## src/iotdf_pkg.sv

```systemverilog
package iotdf_pkg;

  // stream and block geometry
  localparam int IOT_BYTE_W      = 8;
  localparam int BLOCK_W         = 128;
  localparam int BYTES_PER_BLOCK = 16;
  localparam int BLOCKS_PER_SET  = 8;

  // crc remainder and generator x^3 + x^2 + x
  localparam int             CRC_W    = 3;
  localparam logic [CRC_W:0] CRC_POLY = 4'b1110;

  typedef logic [IOT_BYTE_W-1:0]                iot_byte_t;
  typedef logic [BLOCK_W-1:0]                   block_t;
  typedef logic [2:0]                           fn_sel_t;
  typedef logic [$clog2(BYTES_PER_BLOCK)-1:0]   byte_idx_t;
  typedef logic [$clog2(BLOCKS_PER_SET)-1:0]    block_idx_t;
  typedef logic [CRC_W-1:0]                     crc_t;

  // function codes, other values are idle
  localparam fn_sel_t FN_CRC_GEN  = 3'b011;
  localparam fn_sel_t FN_TOP2MAX  = 3'b100;
  localparam fn_sel_t FN_LAST2MIN = 3'b101;

endpackage
```

## src/iotdf_top.sv

```systemverilog
`timescale 1ns/1ps

module iotdf_top (
  input  logic                 i_clk,
  input  logic                 i_rst,
  input  logic                 i_in_en,
  input  iotdf_pkg::iot_byte_t i_iot_in,
  input  iotdf_pkg::fn_sel_t   i_fn_sel,
  output logic                 o_busy,
  output logic                 o_valid,
  output iotdf_pkg::block_t    o_iot_out
);
  import iotdf_pkg::*;

  logic       byte_accept;
  logic       block_strobe;
  block_t     block_data;
  block_idx_t block_idx;
  logic       crc_start;
  logic       crc_valid;
  logic       crc_busy;
  crc_t       crc_result;
  logic       mm_update;
  logic       find_max;
  logic       mm_valid;
  block_t     mm_result;

  iotdf_ctrl ctrl_i (
    .i_clk          (i_clk),
    .i_rst          (i_rst),
    .i_in_en        (i_in_en),
    .i_fn_sel       (i_fn_sel),
    .i_block_strobe (block_strobe),
    .i_crc_valid    (crc_valid),
    .i_crc_result   (crc_result),
    .i_crc_busy     (crc_busy),
    .i_mm_valid     (mm_valid),
    .i_mm_result    (mm_result),
    .o_byte_accept  (byte_accept),
    .o_crc_start    (crc_start),
    .o_mm_update    (mm_update),
    .o_find_max     (find_max),
    .o_busy         (o_busy),
    .o_valid        (o_valid),
    .o_iot_out      (o_iot_out)
  );

  byte_loader loader_i (
    .i_clk          (i_clk),
    .i_rst          (i_rst),
    .i_byte_accept  (byte_accept),
    .i_iot_in       (i_iot_in),
    .o_block_strobe (block_strobe),
    .o_block_data   (block_data),
    .o_block_idx    (block_idx)
  );

  crc3_engine crc_i (
    .i_clk   (i_clk),
    .i_rst   (i_rst),
    .i_start (crc_start),
    .i_block (block_data),
    .o_busy  (crc_busy),
    .o_valid (crc_valid),
    .o_crc   (crc_result)
  );

  minmax_tracker minmax_i (
    .i_clk       (i_clk),
    .i_rst       (i_rst),
    .i_update    (mm_update),
    .i_block     (block_data),
    .i_block_idx (block_idx),
    .i_find_max  (find_max),
    .o_valid     (mm_valid),
    .o_result    (mm_result)
  );

endmodule

```

## src/minmax_tracker.sv

```systemverilog
`timescale 1ns/1ps

module minmax_tracker (
  input  logic                  i_clk,
  input  logic                  i_rst,
  input  logic                  i_update,
  input  iotdf_pkg::block_t     i_block,
  input  iotdf_pkg::block_idx_t i_block_idx,
  input  logic                  i_find_max,
  output logic                  o_valid,
  output iotdf_pkg::block_t     o_result
);
  import iotdf_pkg::*;

  block_t best_q;
  block_t second_q;
  block_t best_nxt;
  block_t second_nxt;
  block_t fin_best_q;
  block_t fin_second_q;
  logic   beats_best;
  logic   beats_second;
  logic   set_done;
  logic   emit_best_q;
  logic   emit_second_q;

  // strict compare so ties never displace
  function automatic logic better(block_t a, block_t b, logic find_max);
    return find_max ? (a > b) : (a < b);
  endfunction

  assign beats_best   = better(i_block, best_q, i_find_max);
  assign beats_second = better(i_block, second_q, i_find_max);
  assign set_done     = i_update && (i_block_idx == block_idx_t'(BLOCKS_PER_SET - 1));

  always_comb begin
    best_nxt   = best_q;
    second_nxt = second_q;
    if (i_block_idx == '0) begin
      // new set starts runner-up at the weakest value
      best_nxt   = i_block;
      second_nxt = i_find_max ? '0 : '1;
    end else if (beats_best) begin
      second_nxt = best_q;
      best_nxt   = i_block;
    end else if (beats_second) begin
      second_nxt = i_block;
    end
  end

  always_ff @(posedge i_clk) begin
    if (i_update) begin
      best_q   <= best_nxt;
      second_q <= second_nxt;
    end
    if (set_done) begin
      fin_best_q   <= best_nxt;
      fin_second_q <= second_nxt;
    end
  end

  // best goes out first and runner-up on the next cycle
  always_ff @(posedge i_clk or posedge i_rst) begin
    if (i_rst) begin
      emit_best_q   <= 1'b0;
      emit_second_q <= 1'b0;
    end else begin
      emit_best_q   <= set_done;
      emit_second_q <= emit_best_q;
    end
  end

  assign o_valid  = emit_best_q || emit_second_q;
  assign o_result = emit_second_q ? fin_second_q : fin_best_q;

  // a set may not finish while the previous pair is still going out
  a_pulse_pair: assert property (
    @(posedge i_clk) disable iff (i_rst) set_done |-> !o_valid
  );

endmodule

```

## src/crc3_engine.sv

```systemverilog
`timescale 1ns/1ps

module crc3_engine (
  input  logic              i_clk,
  input  logic              i_rst,
  input  logic              i_start,
  input  iotdf_pkg::block_t i_block,
  output logic              o_busy,
  output logic              o_valid,
  output iotdf_pkg::crc_t   o_crc
);
  import iotdf_pkg::*;

  block_t    blk_q;
  crc_t      rem_q;
  byte_idx_t step_q;
  logic      busy_q;
  logic      valid_q;
  logic      working;
  logic      last_step;

  // shift one dividend bit into the remainder
  function automatic crc_t div_bit(crc_t rem, logic b);
    logic [CRC_W:0] t;
    t = {rem, b};
    if (t[CRC_W]) begin
      t = t ^ CRC_POLY;
    end
    return t[CRC_W-1:0];
  endfunction

  function automatic crc_t div_byte(crc_t rem, iot_byte_t data);
    crc_t r;
    r = rem;
    for (int i = IOT_BYTE_W - 1; i >= 0; i--) begin
      r = div_bit(r, data[i]);
    end
    return r;
  endfunction

  // the x^3 factor appends three zero bits
  function automatic crc_t flush_zeros(crc_t rem);
    crc_t r;
    r = rem;
    for (int i = 0; i < CRC_W; i++) begin
      r = div_bit(r, 1'b0);
    end
    return r;
  endfunction

  assign working   = busy_q && !valid_q;
  assign last_step = working && (step_q == byte_idx_t'(BYTES_PER_BLOCK - 1));

  // byte 0 is divided on the capture edge itself
  always_ff @(posedge i_clk) begin
    if (i_start) begin
      blk_q <= i_block << IOT_BYTE_W;
      rem_q <= div_byte('0, i_block[BLOCK_W-1 -: IOT_BYTE_W]);
    end else if (working) begin
      blk_q <= blk_q << IOT_BYTE_W;
      if (last_step) begin
        rem_q <= flush_zeros(div_byte(rem_q, blk_q[BLOCK_W-1 -: IOT_BYTE_W]));
      end else begin
        rem_q <= div_byte(rem_q, blk_q[BLOCK_W-1 -: IOT_BYTE_W]);
      end
    end
  end

  always_ff @(posedge i_clk or posedge i_rst) begin
    if (i_rst) begin
      busy_q  <= 1'b0;
      valid_q <= 1'b0;
      step_q  <= '0;
    end else begin
      valid_q <= last_step;
      if (i_start) begin
        busy_q <= 1'b1;
        step_q <= byte_idx_t'(1);
      end else if (valid_q) begin
        busy_q <= 1'b0;
      end else if (working && !last_step) begin
        step_q <= step_q + 1'b1;
      end
    end
  end

  assign o_busy  = busy_q;
  assign o_valid = valid_q;
  assign o_crc   = rem_q;

  // loader and controller must hold off the next block
  a_no_start_while_busy: assert property (
    @(posedge i_clk) disable iff (i_rst) i_start |-> !o_busy
  );

endmodule

```

## src/byte_loader.sv

```systemverilog
`timescale 1ns/1ps

module byte_loader (
  input  logic                  i_clk,
  input  logic                  i_rst,
  input  logic                  i_byte_accept,
  input  iotdf_pkg::iot_byte_t  i_iot_in,
  output logic                  o_block_strobe,
  output iotdf_pkg::block_t     o_block_data,
  output iotdf_pkg::block_idx_t o_block_idx
);
  import iotdf_pkg::*;

  block_t     shift_q;
  byte_idx_t  byte_cnt_q;
  block_idx_t block_cnt_q;
  logic       strobe_q;
  logic       last_byte;

  assign last_byte = i_byte_accept && (byte_cnt_q == byte_idx_t'(BYTES_PER_BLOCK - 1));

  // first byte ends up in the top byte lane
  always_ff @(posedge i_clk) begin
    if (i_byte_accept) begin
      shift_q <= {shift_q[BLOCK_W-IOT_BYTE_W-1:0], i_iot_in};
    end
  end

  always_ff @(posedge i_clk or posedge i_rst) begin
    if (i_rst) begin
      strobe_q    <= 1'b0;
      byte_cnt_q  <= '0;
      block_cnt_q <= '0;
    end else begin
      strobe_q <= last_byte;
      if (i_byte_accept) begin
        byte_cnt_q <= last_byte ? '0 : byte_cnt_q + 1'b1;
      end
      // set position advances once the block has been handed off
      if (strobe_q) begin
        if (block_cnt_q == block_idx_t'(BLOCKS_PER_SET - 1)) begin
          block_cnt_q <= '0;
        end else begin
          block_cnt_q <= block_cnt_q + 1'b1;
        end
      end
    end
  end

  assign o_block_strobe = strobe_q;
  assign o_block_data   = shift_q;
  assign o_block_idx    = block_cnt_q;

endmodule

```

## src/iotdf_ctrl.sv

```systemverilog
`timescale 1ns/1ps

module iotdf_ctrl (
  input  logic               i_clk,
  input  logic               i_rst,
  input  logic               i_in_en,
  input  iotdf_pkg::fn_sel_t i_fn_sel,
  input  logic               i_block_strobe,
  input  logic               i_crc_valid,
  input  iotdf_pkg::crc_t    i_crc_result,
  input  logic               i_crc_busy,
  input  logic               i_mm_valid,
  input  iotdf_pkg::block_t  i_mm_result,
  output logic               o_byte_accept,
  output logic               o_crc_start,
  output logic               o_mm_update,
  output logic               o_find_max,
  output logic               o_busy,
  output logic               o_valid,
  output iotdf_pkg::block_t  o_iot_out
);
  import iotdf_pkg::*;

  logic   crc_mode;
  logic   max_mode;
  logic   mm_mode;
  logic   fn_active;
  logic   valid_nxt;
  logic   valid_q;
  block_t out_nxt;
  block_t out_q;

  // function decode
  assign crc_mode  = (i_fn_sel == FN_CRC_GEN);
  assign max_mode  = (i_fn_sel == FN_TOP2MAX);
  assign mm_mode   = max_mode || (i_fn_sel == FN_LAST2MIN);
  assign fn_active = crc_mode || mm_mode;

  // back-pressure only comes from the crc engine
  assign o_busy        = crc_mode && i_crc_busy;
  assign o_byte_accept = fn_active && i_in_en && !o_busy;

  // steer finished blocks to the active engine
  assign o_crc_start = crc_mode && i_block_strobe;
  assign o_mm_update = mm_mode && i_block_strobe;
  assign o_find_max  = max_mode;

  always_comb begin
    valid_nxt = 1'b0;
    out_nxt   = '0;
    if (crc_mode && i_crc_valid) begin
      valid_nxt = 1'b1;
      out_nxt   = block_t'(i_crc_result);
    end else if (mm_mode && i_mm_valid) begin
      valid_nxt = 1'b1;
      out_nxt   = i_mm_result;
    end
  end

  // output stage, zero between results
  always_ff @(posedge i_clk or posedge i_rst) begin
    if (i_rst) begin
      valid_q <= 1'b0;
      out_q   <= '0;
    end else begin
      valid_q <= valid_nxt;
      out_q   <= out_nxt;
    end
  end

  assign o_valid   = valid_q;
  assign o_iot_out = out_q;

  a_crc_only_in_crc_mode: assert property (
    @(posedge i_clk) disable iff (i_rst) i_crc_valid |-> crc_mode
  );

endmodule

```

## config.mk

```make
export PLATFORM = sky130hd
export DESIGN_NAME = iotdf_top
export DESIGN_NICKNAME = d
export VERILOG_FILES = /design/src/iotdf_pkg.sv /design/src/iotdf_top.sv /design/src/minmax_tracker.sv /design/src/crc3_engine.sv /design/src/byte_loader.sv /design/src/iotdf_ctrl.sv
export SDC_FILE = /design/constraint.sdc
export NUM_CORES = 2
export LEC_CHECK = 0
export BUFFER_PORTS_ARGS = -buffer_cell sky130_fd_sc_hd__buf_4
export CORE_MARGIN = 2
export CORE_UTILIZATION = 38
export DETAILED_ROUTE_END_ITERATION = 10
export PLACE_DENSITY = 0.56
export SLEW_MARGIN = 20
export SYNTH_ARGS = -nofsm -noshare
export SYNTH_HDL_FRONTEND = slang
export SYNTH_SLANG_ARGS = --single-unit
```

## constraint.sdc

```tcl
create_clock -name i_clk -period 14.3 [get_ports i_clk]
set_input_delay 1.43 -clock i_clk [delete_from_list [all_inputs] [get_ports i_clk]]
set_output_delay 1.43 -clock i_clk [all_outputs]
set_load 0.1 [all_outputs]
```

# Word level (Yosys, flattened, before mapping)
# Cells that the tools add are included.
# op_classes
n_addsub	3
n_lt_le_gt_ge	4
n_eq_ne	7
muxes	103
n_bitwise	23
n_reduce_logical	23
# ops
operator	count
128-bit 2-to-1 mux	11
128-bit greater-than comparator	2
128-bit less-than comparator	2
3-bit 2-to-1 mux	82
2-bit NOT	23
4-bit 2-to-1 mux	4
1-bit logical AND	12
3-bit == test (second input constant)	3
4-bit by 1-bit adder with 4-bit output (second input constant)	2
4-bit == test (second input constant)	2
1-bit 2-to-1 mux	6
2-bit nonzero test	3
3-bit by 1-bit adder with 3-bit output (second input constant)	1
3-bit by 2-bit == test with 1-bit output (second input constant)	1
1-bit zero test	3
3-bit zero test	1
1-bit logical OR	3
2-bit by 1-bit != test with 1-bit output (second input constant)	1
2-bit AND reduction	1
# totals
reg_bits	908
input_bits	14
output_inout_bits	130

# Depth between registers and ports, before layout
# logic_depth
word_depth	56
ltp_mapped	15
mapped_depth_nobuf	12

# Hierarchy
# Synthesis repeated with hierarchy kept, for this count alone.
# hier_totals
hier_cells	3111
area_unflattened_um2	42605.9
# by_module_without_submodules
mod	instances	cells_each	area_per_inst_um2	seq_area_each_um2
minmax_tracker	1	2363	28507.3	15424.8
crc3_engine	1	306	5577.8	3843.7
iotdf_ctrl	1	283	4320.4	3228.1
byte_loader	1	159	4200.3	4043.9

# Worst setup path after synthesis
# Ideal clock, no wire load.
# synth_timing
path_type	input to register
start	in i_fn_sel[2]
end	reg minmax_i.emit_best_q
setup_ns	0.758
arrival_time_ns	7.578
t_required_ns	13.542
path_slack_ns	5.964
path_stages	2
n_path_buf	0
cell_sequence	nor2b_1 > and3_1
# synth_between
elab_chain_cells	4
# synth_lines
item	line	source
from (decl)	iotdf_top.sv:8	input iotdf_pkg::fn_sel_t i_fn_sel,
3-bit == test, on equally long branches	iotdf_ctrl.sv:35, iotdf_ctrl.sv:36	
1-bit logical OR *	iotdf_ctrl.sv:36	assign mm_mode = max_mode || (i_fn_sel == FN_LAST2MIN);
1-bit logical AND *	iotdf_ctrl.sv:45	assign o_mm_update = mm_mode && i_block_strobe;
1-bit logical AND *	minmax_tracker.sv:34	assign set_done = i_update && (i_block_idx == block_idx_t'(BLOCKS_PER_SET - 1));
named net minmax_i.set_done	minmax_tracker.sv:23	logic set_done;
to (signal assigned)	minmax_tracker.sv:68	emit_best_q <= set_done;
to (decl)	minmax_tracker.sv:24	logic emit_best_q;
# The timed path passes the listed nets; every way through them passes the cells marked *.
# A chain may end at the register's enable or synchronous reset.

# Worst setup path in the final report
# layout_timing
start	reg loader_i.shift_q[125], in the netlist loader_i.o_block_data[125]
end	reg minmax_i.fin_best_q[0] (data pin)
# layout_between
elab_chain_cells	4
# layout_lines
item	line	source
from (decl)	byte_loader.sv:14	block_t shift_q;
from (signal assigned)	byte_loader.sv:25	shift_q <= {shift_q[BLOCK_W-IOT_BYTE_W-1:0], i_iot_in};
128-bit less-than comparator or 128-bit greater-than comparator (tied branches)	minmax_tracker.sv:29	return find_max ? (a > b) : (a < b);
1-bit 2-to-1 mux *	minmax_tracker.sv:29	
128-bit 2-to-1 mux *	minmax_tracker.sv:43	end else if (beats_best) begin
128-bit 2-to-1 mux *	minmax_tracker.sv:39	if (i_block_idx == '0) begin
named net minmax_i.best_nxt[0]	minmax_tracker.sv:17	block_t best_nxt;
to (signal assigned)	minmax_tracker.sv:57	fin_best_q <= best_nxt;
to (decl)	minmax_tracker.sv:19	block_t fin_best_q;
# Marks and branches as above.

==> impl_results.md <==
* Average wire length per cell after detail routing at approximately 22 um
* Dominant cells by area after synthesis: edfxtp_1, dfrtp_1, ha_1, mux2_2, nand2_1
* Slowest library cell on the worst path: buf_4
* Clock Tree Buf Depth at 3
* Fraction of layout cells with a size suffix above 1 at 0.174
* End of the worst hold path: minmax_i.emit_second_q$_DFF_PP0_
* Portion of total power attributed to the clock network at 0.436
* Diodes inserted at 0
* Critical-path maximum fanout at 71
* Number of levels in the clock H-tree at 3
* Clk pin slew, worst setup/hold paths at about 60 ps
* Net switching power at around 1400 uW
* Origin of the worst min-delay path: minmax_i.emit_best_q$_DFF_PP0_
* Clock period minus worst slack at 5950 ps
* Number of global-route vias before repair at approximately 25000
* Sum of net half-perimeters after detailed placement at between 60000 and 70000 um
* Standby leakage power at roughly 0.019 uW
* Nature of the critical path startpoint: flip-flop
* Worst-case register-to-register setup slack at around 8300 ps
* Post-synth net total at roughly 3300
* Fin crit share at 0.416
* TritonCTS clock tree: built
* Top_reg_cell synth: edfxtp_1
* Antenna viol nets, final at 0
* Area share of the leading cell type in the synthesized netlist at 0.552
* Worst Setup End Kind: flip-flop
* Maximum operating frequency at approximately 170 MHz
* List of most frequent post-synthesis cells: edfxtp_1, nand2_1, inv_1
* Number of antenna violations at the first check in global routing at 4
* Register bit count reported by yosys at 908
* Clock Skew at roughly 29 ps
* Vias after detailed routing at 24400
* Area of the core region at approximately 110000 sq um
* Wire length of the first global-routing pass at 158000 um
* Die outline width at 334 um
* Final setup violation count at 0
* DRC violation total after the first TritonRoute iteration at 1839
* Number of top-level design ports at 144
* Post-synth cell types at 55
* Total number of yosys warnings at 0
* Clock buffer count from CTS at 100
* Post-CTS setup repair buffer count at 0
* Area leader, netlist: edfxtp_1
* Final number of hold-violating endpoints at 0
* Height of the die at approximately 330 um
* Total clock sinks at roughly 910
* Hold_buf cts at 0
* Max-cap viol count at 0
* Sequential Power Share at 0.486
* Delay of the slowest critical-path stage at around 980 ps
* Internal Power at ~4800 uW
* Remaining Overflow, GRT at 0
* Unrepaired setup endpoints after global routing: no
* Worst-skew pair later-pin latency at about 700 ps
* Total power consumption of the routed design at around 6200 uW
* Min-Delay Path Class: flip-flop to flip-flop
* Final wirelength at between 100000 and 150000 um
* Chain of cells forming the critical path: ha_1, nand4_1, nor4_1, nand4_1, nor2_1, nand2_1, o211ai_2, a21oi_1, nand2_1, and3_4, buf_4, mux2_2
* Avg Vias per Cell at about 5.2
* Routability congestion estimate at around 0.80
* Average cell area after synthesis at approximately 14 sq um
* Outcome: completed
* VDD IR-drop max at between 90 and 100 uV
* Initial Util at 0.382
* Die Footprint at approximately 110000 sq um
* Number of buffers added on ports at about 140
* Fin util at 0.437
* Required time of the critical path at approximately 15000 ps
* RR Startpoint: loader_i.o_block_data[125]$_DFFE_PP_
* Comb pwr share at 0.079
* Share of synthesized registers carrying an async set or reset at 0.160
* End of the worst register-to-register path: minmax_i.fin_best_q[0]$_DFFE_PP_
* Critical Path AT at 6370 ps
* Classification of the worst setup path: flip-flop to flip-flop
* Length of the first detailed-routing pass in iterations at 5
* Slew @ Worst Pin at around 1100 ps
* Worst reg2reg path depth at 12
* Worst slew margin relative to its limit at 0.241
* Total power divided by cell area at between 100 and 150 nW/um^2
* Filler Cell Count at ~9900
* Site row count at 121
* Proportion of total power due to net switching at 0.232
* Most common cell in the netlist: edfxtp_1
* Number of enable-type register cells in the synthesized netlist at about 760
* Count of pins over their slew limit at 0
* Setup TNS at 0 ps
* Root cell of the clock tree: clkbuf_16
* Overall global routing resource usage at 0.184
* Maximum number of pins on one net before global-route repair at 130
* Syn Inst Count at 3026
* DRC at 0
* Signed area change from the synthesized netlist to the final layout at 14.3%
* Resized Gates After CTS at 0
* Share of the yosys chip area belonging to registers at 0.640
* Number of cells on the worst hold path at 0
* Summed instance area of the synthesized netlist at ~41000 sq um
* Net count reported at finish at ~3400
## worst max-delay path: cells and delay by family, from the launching register on
| family | cells | cell delay (ps) |
|---|---|---|
| flops | 1 | 480 |
| compound gates | 2 | 220 |
| mux | 1 | 430 |
| buf+inv | 1 | 980 |
| fa+ha+maj | 1 | 350 |
| simple gates | 7 | 3200 |
## cell usage in the layout (no fill, tap or decap), types with 19 or more instances in the layout
cell type	instances
a21oi_1	99
o21ai_0	42
nand2_1	412
inv_1	265
nand3_1	28
clkbuf_1	25
mux2_2	217
nand4_1	50
dfrtp_1	144
edfxtp_1	763
a21o_1	33
buf_4	165
mux2_1	41
clkbuf_16	105
a221o_1	134
ha_1	261
clkinv_2	19
mux2i_1	129
nor2_1	159
## power groups by stage
stage          clock, uW  sequential (uW)  combinational [uW]
5_1_grt             2870             3010                 529
2_1_floorplan          0             3050                 358
3_5_place_dp           0             3070                 486
6_report            2700             3010                 488
4_1_cts             2760             3010                 486
3_3_place_gp           0             3070                 476
## metal layers
| metal | GRT usage | vias up | part of all wire |
|---|---|---|---|
| met4 | 0.0459 | 0 | 0.019 |
| met2 | 0.301 | 576 | 0.47 |
| met5 | 0 | - | 0 |
| li1 | - | 11400 | - |
| met1 | 0.260 | 12200 | 0.47 |
| met3 | 0.0238 | 125 | 0.043 |
## cells by family after synthesis
| family | count (synthesis) | synth area share |
|---|---|---|
| xor gates and xnor gates | 20 | 0.00422 |
| and+or+nand+nor | 707 | 0.0719 |
| adders and majority gates | 261 | 0.0787 |
| buffers and inverters | 392 | 0.0406 |
| DFF | 908 | 0.640 |
| AOI/OAI and AO/OA | 350 | 0.0634 |
| muxes | 388 | 0.101 |
## registers in the layout, indices dropped and copies added, names as in the netlist, 4 cells and up
| signal | count |
|---|---|
| loader_i.o_block_data | 128 |
| crc_i.blk_q | 120 |
| loader_i.byte_cnt_q | 4 |
| minmax_i.second_q | 128 |
| crc_i.step_q | 4 |
| ctrl_i.o_iot_out | 128 |
| minmax_i.fin_best_q | 128 |
| minmax_i.fin_second_q | 128 |
| minmax_i.best_q | 128 |
## layout make-up
type	count	area, sq um	share of cell area
repair buffers	169	1300	0.0274
multi-input cells	1726	13300	0.282
clock inverters	49	573	0.0121
clock buffers	141	2870	0.0606
well taps	1414	1770	0.0373
inverters	266	1000	0.0212
flip-flops and latches	908	26500	0.560
## per-stage QoR
step | setup WS, ps | hold WS (ps) | instances | instance area [sq um]
6_report | 8350 | 428 | 4673 | 47400
5_1_grt | 8270 | 446 | 4673 | 47400
3_3_place_gp | 8440 | 413 | 4483 | 44000
2_1_floorplan | 5960 | 349 | 3026 | 41500
3_5_place_dp | 8430 | 420 | 4483 | 44000
4_1_cts | 8370 | 434 | 4673 | 47400
## how the worst max path moves through the flow
stage,from,end,slack (ps)
6_report,loader_i.o_block_data[125]$_DFFE_PP_,minmax_i.fin_best_q[0]$_DFFE_PP_,8350
5_1_grt,loader_i.o_block_data[127]$_DFFE_PP_,minmax_i.fin_best_q[0]$_DFFE_PP_,8270
4_1_cts,loader_i.o_block_data[123]$_DFFE_PP_,minmax_i.fin_best_q[19]$_DFFE_PP_,8370
3_5_place_dp,loader_i.o_block_data[123]$_DFFE_PP_,minmax_i.fin_best_q[19]$_DFFE_PP_,8430
3_3_place_gp,loader_i.o_block_data[123]$_DFFE_PP_,minmax_i.fin_best_q[92]$_DFFE_PP_,8440
2_1_floorplan,i_fn_sel[2],minmax_i.emit_best_q$_DFF_PP0_,5960
Note: power is estimated with default switching activity, not from simulation.
